[config.mk]
export PLATFORM = sky130hd
export DESIGN_NAME = alu_reg_pipeline
export DESIGN_NICKNAME = d
export VERILOG_FILES = /design/src/core_types_pkg.sv /design/src/alu_reg_pipeline.sv /design/src/alu.sv
export SDC_FILE = /design/constraint.sdc
export NUM_CORES = 1
export LEC_CHECK = 0
export BUFFER_PORTS_ARGS = -buffer_cell sky130_fd_sc_hd__buf_4
export CAP_MARGIN = 10
export CORE_UTILIZATION = 29
export DETAILED_ROUTE_END_ITERATION = 10
export HOLD_SLACK_MARGIN = 0.02
export PLACE_DENSITY = 0.54
export SLEW_MARGIN = 20
export SYNTH_ARGS = -nofsm -noshare
export SYNTH_HDL_FRONTEND = slang
export SYNTH_SLANG_ARGS = --single-unit
export TNS_END_PERCENT = 30
[constraint.sdc]
create_clock -name CLK -period 3.6 [get_ports CLK]
set_input_delay 0.18 -clock CLK [delete_from_list [all_inputs] [get_ports CLK]]
set_output_delay 0.18 -clock CLK [all_outputs]
set_load 0.01 [all_outputs]
[src/core_types_pkg.sv]
// shared sizes, ALU op codes and the structs that travel between the
// issue port, the ALU pipeline and the banked register file
// the bank of a physical register is its low LOG_PRF_BANK_COUNT bits
`default_nettype none

package core_types_pkg;

    localparam int PRF_BANK_COUNT     = 4;
    localparam int LOG_PRF_BANK_COUNT = 2;
    localparam int PR_COUNT           = 64;
    localparam int LOG_PR_COUNT       = 6;
    localparam int LOG_ROB_ENTRIES    = 6;

    // RV32 register-register ops, codes 10 to 15 give zero
    typedef enum logic [3:0] {
        ALU_ADD  = 4'd0,
        ALU_SUB  = 4'd1,
        ALU_SLL  = 4'd2,
        ALU_SLT  = 4'd3,
        ALU_SLTU = 4'd4,
        ALU_XOR  = 4'd5,
        ALU_SRL  = 4'd6,
        ALU_SRA  = 4'd7,
        ALU_OR   = 4'd8,
        ALU_AND  = 4'd9
    } alu_op_t;

    // operation as sent by the issue queue
    typedef struct packed {
        alu_op_t                     op;
        logic [LOG_PR_COUNT-1:0]     A_PR;
        logic                        A_forward;
        logic                        A_is_zero;
        logic [LOG_PR_COUNT-1:0]     B_PR;
        logic                        B_forward;
        logic                        B_is_zero;
        logic [LOG_PR_COUNT-1:0]     dest_PR;
        logic [LOG_ROB_ENTRIES-1:0]  ROB_index;
    } issue_op_t;

    typedef struct packed {
        logic [31:0]                 data;
        logic [LOG_PR_COUNT-1:0]     PR;
        logic [LOG_ROB_ENTRIES-1:0]  ROB_index;
    } wb_req_t;

    typedef struct packed {
        logic [LOG_PR_COUNT-1:0]     PR;
        logic [31:0]                 data;
    } ext_write_t;

endpackage

`default_nettype wire
[src/alu_reg_pipeline.sv]
// two-stage register-register ALU lane: operand collect (OC) then writeback (WB)
// one operation per stage; operands that arrive while OC waits are saved
// forward data is only valid in the first OC cycle of an operation
// the issuer guarantees a write to the forwarded bank in that cycle
`timescale 1ns/1ps
`default_nettype none

module alu_reg_pipeline #(
    parameter int  READ_PORTS_PER_BANK = 2,
    localparam int PORT_W = (READ_PORTS_PER_BANK > 1) ? $clog2(READ_PORTS_PER_BANK) : 1
) (
    input  logic                      CLK,
    input  logic                      nRST,

    // issue from the issue queue
    input  logic                      issue_valid,
    input  core_types_pkg::issue_op_t issue,
    output logic                      issue_ready,

    // read grants and data from the register file
    input  logic                      A_reg_read_ack,
    input  logic [PORT_W-1:0]         A_reg_read_port,
    input  logic                      B_reg_read_ack,
    input  logic [PORT_W-1:0]         B_reg_read_port,
    input  logic [core_types_pkg::PRF_BANK_COUNT-1:0][READ_PORTS_PER_BANK-1:0][31:0]
                                      reg_read_data_by_bank_by_port,
    input  logic [core_types_pkg::PRF_BANK_COUNT-1:0][31:0]
                                      forward_data_by_bank,

    // writeback to the register file
    output logic                      WB_valid,
    output core_types_pkg::wb_req_t   wb,
    input  logic                      WB_ready
);
    import core_types_pkg::*;

    logic stall_wb;
    logic launch_oc;

    // --------------------------------------------------
    // OC stage state
    logic                          valid_oc;
    issue_op_t                     op_oc;
    logic                          A_saved_oc;
    logic                          B_saved_oc;
    logic [31:0]                   A_saved_data_oc;
    logic [31:0]                   B_saved_data_oc;
    logic [LOG_PRF_BANK_COUNT-1:0] A_bank_oc;
    logic [LOG_PRF_BANK_COUNT-1:0] B_bank_oc;
    logic                          A_present_oc;
    logic                          B_present_oc;
    logic [31:0]                   A_next;
    logic [31:0]                   B_next;

    // WB stage state
    alu_op_t                       op_wb;
    logic [31:0]                   A_wb;
    logic [31:0]                   B_wb;
    logic [LOG_PR_COUNT-1:0]       PR_wb;
    logic [LOG_ROB_ENTRIES-1:0]    ROB_index_wb;
    logic [31:0]                   alu_out;

    // --------------------------------------------------
    // control

    assign stall_wb = WB_valid & ~WB_ready;

    assign A_bank_oc = op_oc.A_PR[LOG_PRF_BANK_COUNT-1:0];
    assign B_bank_oc = op_oc.B_PR[LOG_PRF_BANK_COUNT-1:0];

    // an operand is here if zero, saved, forwarded now, or granted now
    assign A_present_oc = op_oc.A_is_zero | A_saved_oc | op_oc.A_forward | A_reg_read_ack;
    assign B_present_oc = op_oc.B_is_zero | B_saved_oc | op_oc.B_forward | B_reg_read_ack;

    assign launch_oc   = valid_oc & ~stall_wb & A_present_oc & B_present_oc;
    assign issue_ready = ~valid_oc | launch_oc;

    // --------------------------------------------------
    // OC stage

    always_ff @(posedge CLK) begin
        if (!nRST) begin
            valid_oc   <= 1'b0;
            op_oc      <= '0;
            A_saved_oc <= 1'b0;
            B_saved_oc <= 1'b0;
        end else if (issue_ready) begin
            valid_oc   <= issue_valid;
            op_oc      <= issue;
            A_saved_oc <= 1'b0;
            B_saved_oc <= 1'b0;
        end else begin
            // waiting: whatever came in this cycle is now in the saved regs
            A_saved_oc      <= A_saved_oc | op_oc.A_forward | A_reg_read_ack;
            B_saved_oc      <= B_saved_oc | op_oc.B_forward | B_reg_read_ack;
            op_oc.A_forward <= 1'b0;
            op_oc.B_forward <= 1'b0;
        end
    end

    // priority zero, saved, forward, read port
    always_comb begin
        if (op_oc.A_is_zero) begin
            A_next = 32'h0;
        end else if (A_saved_oc) begin
            A_next = A_saved_data_oc;
        end else if (op_oc.A_forward) begin
            A_next = forward_data_by_bank[A_bank_oc];
        end else begin
            A_next = reg_read_data_by_bank_by_port[A_bank_oc][A_reg_read_port];
        end

        if (op_oc.B_is_zero) begin
            B_next = 32'h0;
        end else if (B_saved_oc) begin
            B_next = B_saved_data_oc;
        end else if (op_oc.B_forward) begin
            B_next = forward_data_by_bank[B_bank_oc];
        end else begin
            B_next = reg_read_data_by_bank_by_port[B_bank_oc][B_reg_read_port];
        end
    end

    // saved values recirculate through A_next/B_next once the flag is set
    always_ff @(posedge CLK) begin
        A_saved_data_oc <= A_next;
        B_saved_data_oc <= B_next;
    end

    // --------------------------------------------------
    // WB stage

    always_ff @(posedge CLK) begin
        if (!nRST) begin
            WB_valid <= 1'b0;
        end else if (!stall_wb) begin
            WB_valid <= launch_oc;
        end
    end

    always_ff @(posedge CLK) begin
        if (!stall_wb) begin
            op_wb        <= op_oc.op;
            A_wb         <= A_next;
            B_wb         <= B_next;
            PR_wb        <= op_oc.dest_PR;
            ROB_index_wb <= op_oc.ROB_index;
        end
    end

    alu u_alu (
        .op  (op_wb),
        .A   (A_wb),
        .B   (B_wb),
        .out (alu_out)
    );

    assign wb = '{data: alu_out, PR: PR_wb, ROB_index: ROB_index_wb};

endmodule

`default_nettype wire

[src/alu.sv]
// combinational RV32 integer ALU
// shift amounts come from B[4:0], undefined op codes return zero
`timescale 1ns/1ps
`default_nettype none

module alu (
    input  core_types_pkg::alu_op_t op,
    input  logic [31:0]             A,
    input  logic [31:0]             B,
    output logic [31:0]             out
);
    import core_types_pkg::*;

    logic [4:0] shamt;
    logic       lt_signed;
    logic       lt_unsigned;

    assign shamt       = B[4:0];
    assign lt_signed   = $signed(A) < $signed(B);
    assign lt_unsigned = A < B;

    always_comb begin
        case (op)
            ALU_ADD: begin
                out = A + B;
            end
            ALU_SUB: begin
                out = A - B;
            end
            ALU_SLL: begin
                out = A << shamt;
            end
            ALU_SLT: begin
                out = {31'h0, lt_signed};
            end
            ALU_SLTU: begin
                out = {31'h0, lt_unsigned};
            end
            ALU_XOR: begin
                out = A ^ B;
            end
            ALU_SRL: begin
                out = A >> shamt;
            end
            // arithmetic shift keeps the sign of A
            ALU_SRA: begin
                out = $unsigned($signed(A) >>> shamt);
            end
            ALU_OR: begin
                out = A | B;
            end
            ALU_AND: begin
                out = A & B;
            end
            default: begin
                out = 32'h0;
            end
        endcase
    end

endmodule

`default_nettype wire

==> impl_results.md, run 1 <==
- Outcome: finished, violations left
- Failing checks: negative setup slack
- Worst clock skew: 0.02567 ns
- Final Hold Vio Count: 0
- Post-route cell area: 26750 sq um
- Clock period minus final worst setup slack: 3.887 ns
- Die Width: 259.8 um
- Clock latency at the later pin of the worst-skew pair: 0.46 ns
- Core occupancy in the finished layout: 40.68%
- Power Density: 471.4 nW/um^2
- Number of setup violations in the final report: 17
- Accumulated negative setup slack: -3.085 ns
- Clock power frac: 14.8%
- Drc violations: 0
- Number of antenna violations at the first check in global routing: 27
- Layout-stage area growth over the synthesis result: 38.77%
- Detailed-route vias per instance: 5.633
- Number of warnings reported in the yosys synthesis log: 0
- Aggregate global-route resource usage: 26.65%
- Sequential share of power: 21.2%
- Share of synthesized flip-flops with an asynchronous set or reset: 0%
- Number of sinks driven by the clock tree: 172
- Total vias in the final route: 20111
- Count of maximum capacitance violations: 0
- Achievable frequency: 257.3 MHz
- Worst Slack Setup Final: -0.2868 ns
- Average cell area after synthesis: 9.174 sq um
- Count of cell types in the netlist: 85
- Type of the most critical hold path: primary input to flop
- Starting density of the core: 29.32%
- Most frequent cell after synthesis: sky130_fd_sc_hd__nor2_1
- Data required, critical path: 3.42 ns
- Register area: 4264 sq um
- Via count of the first global-routing pass: 20091
- Largest cells by area after synthesis: sky130_fd_sc_hd__mux4_2 25%, sky130_fd_sc_hd__edfxtp_1 12%, sky130_fd_sc_hd__dfxtp_1 9.6%
- Worst EP arrival: 3.71 ns
- Most used flip-flop cell after synthesis: sky130_fd_sc_hd__dfxtp_1
- Gate count after technology mapping: 2101
- Final Max Tran Viols: 0
- Sw Share: 44.82%
- Clock slew at the register clock pins of the worst setup and hold paths: 0.08 ns
- DP Wirelength: 75950 um
- Final nets: 3190
- TritonCTS clock tree: yes
- Transition time of the tightest slew-check pin: 0.9504 ns
- WL per Instance: 26.09 um
- Part of the Yosys area used for sequential elements: 22.02%
- Wire length of the first global-routing pass: 133100 um
- Number of H-tree levels: 4
- Ports: 470
- Biggest fanout along the worst timing path: 5
- Category of the worst setup path capture point: primary output
- Cell-internal power: 6.957 mW
- Hold_ws: 0.09607 ns
- Post-synth EDFFs: 80
- Post-synthesis net count: 2624
- Post-placement setup slack: -0.1309 ns
- Synth top cells by count: 340 x sky130_fd_sc_hd__nor2_1, 235 x sky130_fd_sc_hd__a21oi_1, 211 x sky130_fd_sc_hd__mux4_2, 140 x sky130_fd_sc_hd__mux2i_1, 131 x sky130_fd_sc_hd__nand2_1
- Placed Instance Area: 24830 sq um
- Count of buffers from port buffering: 461
- Filler cells: 6533
- DRT Pass-1 Iters: 7
- Comb pwr share: 64.1%
- Pin count of the biggest net entering global routing: 89
- Share of cells above drive strength 1: 40.97%
- Critical Path Start Type: flop
- Largest area contributor in the netlist: sky130_fd_sc_hd__mux4_2
- Kind of critical path: flop to primary output
- Floorplan core area: 65750 sq um
- Static leakage power: 11.23 nW
- Number of buffers inserted during clock tree synthesis: 17
- Setup repair after global routing missed its margin: yes
- Post-route clock period utilization: 108.0%
- Slew Limit Headroom: 36.64%
- Combined area of the multi-input logic cells: 14620 sq um
- Last weighted congestion value of the routability-driven placer: 0.9985
- Total congestion overflow after global routing: 0
- ANT nets after route: 0
- Full die area: 67500 sq um
- Largest vdd supply drop: 0.0003822 V
- Maximum number of buffers from clock root to sink: 2
- Die extent in y: 259.8 um
- Fraction of post-synthesis cell area in the top cell type by area: 24.65%
- DRC violation total after the first TritonRoute iteration: 2056
- Clock tree root driver cell: sky130_fd_sc_hd__clkbuf_16
- Number of placement rows: 94
- Area of the mapped netlist: 19270 sq um
- Number of synthesized register bits: 172
- Routed wire length: 93130 um
- Switching power: 5.651 mW
layer usage:
metal	up-vias	track usage (%)	share of wire (%)
li1	9071	-	-
met1	9900	33.83	40
met2	969	43.44	48
met3	171	3.762	6.7
met4	0	14.85	5.4
met5	-	0	0
path summary, 6_finish.rpt:
path	start	endpoint	slack, ns	depth (start not counted)
worst min-delay path	A_reg_read_ack	A_saved_oc	0.1	3
worst max register to register	B_bank_oc[0]	B_wb[29]	0.93	8
worst min register to register	op_oc[31]	op_wb[3]	0.43	0
worst max-delay path	A_wb[1]	wb[40]	-0.29	15
metrics by stage:
stage / power (mW) / instances
floorplan: 6.769 / 2101
global placement: 9.926 / 3463
detailed placement: 9.949 / 3463
CTS: 12.16 / 3532
global route: 13.30 / 3570
finish: 12.61 / 3570
cells by family (layout without fill, tap and decap cells):
| kind of cell | Yosys count | count (layout) | share of synthesized area [%] |
|---|---|---|---|
| DFF | 172 | 172 | 22.02 |
| muxes | 367 | 367 | 32.86 |
| AOI/OAI and AO/OA | 585 | 585 | 19.21 |
| buffers and inverters | 279 | 858 | 5.868 |
| other | 0 | 26 | 0 |
| xor gates and xnor gates | 25 | 25 | 1.136 |
| adders and majority gates | 99 | 99 | 6.504 |
| and+or+nand+nor | 574 | 574 | 12.40 |
flip-flops by register name (all words and copies together) (netlist names), 4 cells and up:
register / flops
A_saved_data_oc: 32
A_wb: 32
B_saved_data_oc: 32
B_wb: 32
op_oc: 20
PR_wb: 6
ROB_index_wb: 6
op_wb: 4
placed cells by master, fill, tap and decap left out, types with 19 or more instances in the layout:
master and count:
sky130_fd_sc_hd__a21boi_0 23, sky130_fd_sc_hd__clkbuf_16 19, sky130_fd_sc_hd__inv_1 72, sky130_fd_sc_hd__nor2_1 337, sky130_fd_sc_hd__mux2i_1 138, sky130_fd_sc_hd__o21ai_1 37
sky130_fd_sc_hd__a21oi_1 221, sky130_fd_sc_hd__nand2_1 131, sky130_fd_sc_hd__mux4_2 211, sky130_fd_sc_hd__edfxtp_1 80, sky130_fd_sc_hd__diode_2 26, sky130_fd_sc_hd__xnor2_1 20
sky130_fd_sc_hd__ha_1 79, sky130_fd_sc_hd__nor3_1 20, sky130_fd_sc_hd__dfxtp_1 84, sky130_fd_sc_hd__o21ai_0 79, sky130_fd_sc_hd__buf_4 681, sky130_fd_sc_hd__dlygate4sd3_1 24
what timing repair did:
item | 4_1_cts | 5_1_grt
setup buffers | 15 | 11
hold buffers | 24 | 0
cloned | 0 | 2
hold endpoints to repair | 24 | 0
resized for setup | 72 | 84
endpoints found under the setup margin | 28 | 29
pin swaps | 40 | 30
power groups by stage:
stage / clock network [mW] / registers (mW) / logic, mW
floorplan: 0 / 2.60 / 4.17
global placement: 0 / 2.70 / 7.23
detailed placement: 0 / 2.71 / 7.24
CTS: 1.89 / 2.66 / 7.61
global route: 1.96 / 2.70 / 8.64
finish: 1.86 / 2.67 / 8.08
layout make-up:
type	instances	share of cell area [%]
Multi-Input combinational cell	1650	54.65
Timing Repair Buffer	733	21.57
Sequential cell	172	15.94
Tap cell	864	4.042
Clock buffer	17	1.590
Inverter	93	1.324
Clock inverter	15	0.6409
Antenna cell	26	0.2433
worst max-delay path, stage by stage (launching register included):
cell and delay, ns:
sky130_fd_sc_hd__edfxtp_1 0.48, sky130_fd_sc_hd__buf_4 0.19, sky130_fd_sc_hd__fa_2 0.41, sky130_fd_sc_hd__a21oi_2 0.16, sky130_fd_sc_hd__o221a_1 0.27, sky130_fd_sc_hd__o211a_4 0.22, sky130_fd_sc_hd__o31ai_4 0.10, sky130_fd_sc_hd__and3_4 0.18
sky130_fd_sc_hd__buf_6 0.11, sky130_fd_sc_hd__o41ai_4 0.28, sky130_fd_sc_hd__o22ai_2 0.16, sky130_fd_sc_hd__buf_4 0.16, sky130_fd_sc_hd__a2bb2oi_2 0.12, sky130_fd_sc_hd__xnor2_1 0.13, sky130_fd_sc_hd__o21ai_1 0.14, sky130_fd_sc_hd__buf_4 0.14
(Power assumes the default switching activity.)
==> run 2: changes to the inputs <==
--- a/config.mk
+++ b/config.mk
@@ -7,10 +7,10 @@
 export LEC_CHECK = 0
 export BUFFER_PORTS_ARGS = -buffer_cell sky130_fd_sc_hd__buf_4
 export CAP_MARGIN = 10
-export CORE_UTILIZATION = 29
+export CORE_UTILIZATION = 55
 export DETAILED_ROUTE_END_ITERATION = 10
 export HOLD_SLACK_MARGIN = 0.02
-export PLACE_DENSITY = 0.54
+export PLACE_DENSITY = 0.86
 export SLEW_MARGIN = 20
 export SYNTH_ARGS = -nofsm -noshare
 export SYNTH_HDL_FRONTEND = slang
==> constraint.sdc (replaced) <==
create_clock -name CLK -period 4.09 [get_ports CLK]
set_input_delay 0.2045 -clock CLK [delete_from_list [all_inputs] [get_ports CLK]]
set_output_delay 0.2045 -clock CLK [all_outputs]
set_load 0.01 [all_outputs]
==> run 2 against run 1 <==
Effect of this change:
- the run still ends with negative setup slack left
- combinational power is 22% lower
- first-iteration DRC count increased by 67%
- clock power decreased by 8%
- critical path depth is 1 lower
- clock-buffer cell count increased by 1
- critical path type unchanged
- largest power group unchanged
==> impl_results.md, run 2 (same netlist as run 1, synthesis figures left out) <==
- Via count of the first global-routing pass: 20389 (+1.5%)
- Clock power frac: 16.5% (+1.7 points)
- Sequential share of power: 22.9% (+1.7 points)
- Number of buffers inserted during clock tree synthesis: 17 (unchanged)
- Critical-path cell list: buf_4 > fa_2 > a21oi_2 > o221a_1 > o211a_4 > o31ai_4 > and3_1 > buf_4 > o41ai_4 > o22ai_2 > o22ai_2 > xor2_1 > o221ai_1 > buf_4
- Number of sinks driven by the clock tree: 172 (unchanged)
- Die extent in y: 189.2 um (-27%)
- Worst clock skew: 0.01612 ns (-0.009557 ns)
- Failing checks: negative setup slack
- Cell mode on critical path: sky130_fd_sc_hd__buf_4
- Share of cells above drive strength 1: 35.71% (-5.3 points)
- Aggregate global-route resource usage: 49.54% (+23 points)
- Total vias in the final route: 21707 (+7.9%)
- Full die area: 35800 sq um (-47%)
- Setup repair after global routing missed its margin: yes
- Top layer in use: met5
- Post-route clock period utilization: 101.3%
- Clock period minus final worst setup slack: 4.142 ns
- Top library cells by usage in the layout, fill and taps aside: 574 x sky130_fd_sc_hd__buf_4, 340 x sky130_fd_sc_hd__nor2_1, 230 x sky130_fd_sc_hd__a21oi_1
- Wire length of the first global-routing pass: 129600 um (-2.6%)
- Critical Path Start Type: flop
- Amount of wire on met3 after detailed routing: 14130 um (+130%)
- Cell family contributing the most delay on the critical path: compound AO/OA/AOI/OAI gates
- Final nets: 3053 (-4.3%)
- Sw Share: 46.19% (+1.4 points)
- Data required, critical path: 3.89 ns (+0.47 ns)
- Drc violations: 0 (unchanged)
- Detailed-route vias per instance: 7.188 (+28%)
- Number of antenna violations at the first check in global routing: 26 (-3.7%)
- Cell-internal power: 5.630 mW (-19%)
- Most common cell after layout, fill and taps aside: sky130_fd_sc_hd__buf_4
- Met1 layer wirelength in the final routing: 31500 um (-15%)
- Starting density of the core: 55.80% (+26 points)
- Total congestion overflow after global routing: 0 (unchanged)
- WL per Instance: 30.18 um (+16%)
- Number of setup violations in the final report: 2 (-15)
- Worst Slack Setup Final: -0.05163 ns (+0.2351 ns)
- Clock slew at the register clock pins of the worst setup and hold paths: 0.07 ns (about the same)
- Number of placement rows: 68 (-28%)
- Reg2Reg Setup Slack: 1.14 ns (+0.21 ns)
- Kind of critical path: flop to primary output
- Pin count of the biggest net entering global routing: 65 (-27%)
- Clock tree root driver cell: sky130_fd_sc_hd__clkbuf_16
- Worst EP arrival: 3.94 ns (+0.23 ns)
- Layout-stage area growth over the synthesis result: 27.43%
- Count of buffers from port buffering: 461 (unchanged)
- Power Density: 426.0 nW/um^2 (-9.6%)
- Final Max Tran Viols: 0 (unchanged)
- TritonCTS clock tree: yes
- Number of H-tree levels: 4 (unchanged)
- Buffers and inverters on the worst path: 3 (-1)
- Number of gates on the worst path with buffers counted: 14 (-1)
- ANT nets after route: 0 (unchanged)
- Routed wire length: 91140 um (-2.1%)
- Core occupancy in the finished layout: 71.10% (+30 points)
- Die Width: 189.2 um (-27%)
- Achievable frequency: 241.5 MHz
- DP Wirelength: 70330 um (-7.4%)
- Category of the worst setup path capture point: primary output
- Static leakage power: 10.47 nW (-6.8%)
- DRC violation total after the first TritonRoute iteration: 3433 (+67%)
- Switching power: 4.832 mW (-14%)
- Filler cells: 2517 (-61%)
- FF-to-FF path depth: 8 (unchanged)
- Hold depth: 3 (unchanged)
- Outcome: finished, violations left
- Total power: 10.46 mW (-17%)
- Cell with the largest stage delay on the worst path: sky130_fd_sc_hd__edfxtp_1
- Maximum number of buffers from clock root to sink: 2 (unchanged)
- Floorplan core area: 34540 sq um (-47%)
- Final Hold Vio Count: 0 (unchanged)
- Met2 Wirelength: 38260 um (-14%)
- Worst stage delay on the critical path: 0.51 ns (+0.03 ns)
- Hold_ws: 0.02708 ns (-0.06899 ns)
- Type of the most critical hold path: primary input to flop
- Clock latency at the later pin of the worst-skew pair: 0.46 ns (about the same)
- Count of maximum capacitance violations: 0 (unchanged)
- Ports: 470 (unchanged)
- Slew Limit Headroom: 36.51% (-0.13 points)
- Biggest fanout along the worst timing path: 6 (+1)
- DRT Pass-1 Iters: 6 (-1)
- Transition time of the tightest slew-check pin: 0.9451 ns (-0.005327 ns)
- Comb pwr share: 60.6% (-3.5 points)
- Largest vdd supply drop: 0.0003225 V (-16%)
- Last weighted congestion value of the routability-driven placer: 1.108 (+11%)
run 2: cell types whose count changed in the layout (fill, tap and decap cells not counted), moves of 6 or more:
cell                            previous run  this run
sky130_fd_sc_hd__inv_2                    17         8
sky130_fd_sc_hd__ha_1                     79        90
sky130_fd_sc_hd__o221ai_1                  8        14
sky130_fd_sc_hd__buf_4                   681       574
sky130_fd_sc_hd__ha_4                     14         1
sky130_fd_sc_hd__a21oi_1                 221       230
sky130_fd_sc_hd__dlygate4sd3_1            24        13
sky130_fd_sc_hd__inv_1                    72        82
sky130_fd_sc_hd__buf_6                    18         3
run 2: final timing paths:
path | start | to
setup / recovery | A_wb[1] | wb[42]
hold / removal | issue[9] | op_oc[9]
setup reg to reg | A_bank_oc[0] | A_wb[6]
hold reg to reg | op_oc[30] | op_wb[2]
run 2: layout make-up:
type	count	area, sq um	share of cell area, %
diodes	22	55.05	0.2241
clock buffers	18	429.2	1.747
clock inverters	14	170.2	0.6928
inverters	93	349.1	1.421
multi-input cells	1650	14130	57.53
flip-flops and latches	172	4264	17.36
well taps	455	569.3	2.318
repair buffers	596	4593	18.70
run 2: metal layers:
metal / track usage (%) / up-vias
li1: - / 8799
met1: 65.27 / 10137
met2: 71.75 / 2225
met3: 15.05 / 536
met4: 29.50 / 10
met5: 0 / -
run 2: repair_timing:
action | CTS | global route
endpoints found under the setup margin | 7 | 18
hold buffers | 13 | 0
resized for setup | 6 | 44
endpoints found under the hold margin | 13 | 0
buffers inserted | 4 | 24
pin swaps | 2 | 15
run 2: through the flow:
stage               setup WS (ns)  instance area, sq um  instances  setup TNS, ns
floorplan                  0.3235                 19270       2101              0
global placement           0.2975                 23350       2926              0
detailed placement         0.1977                 23350       2926              0
CTS                     -0.009575                 24140       2975      -0.009575
global route             -0.07867                 24550       3014        -0.4820
finish                   -0.05163                 24560       3020       -0.08456
run 2: power by group through the flow:
stage / clock network [mW] / logic, mW / registers (mW)
floorplan: 0 / 3.67 / 2.28
CTS: 1.70 / 5.86 / 2.39
detailed placement: 0 / 5.79 / 2.43
global route: 1.77 / 6.64 / 2.42
global placement: 0 / 5.70 / 2.41
finish: 1.72 / 6.34 / 2.40
run 2: tightest hold or removal path, delay by kind of cell:
kind | cells | cell delay (ns)
buf+inv | 1 | 0.11
compound gates | 1 | 0.06
simple gates | 1 | 0.04
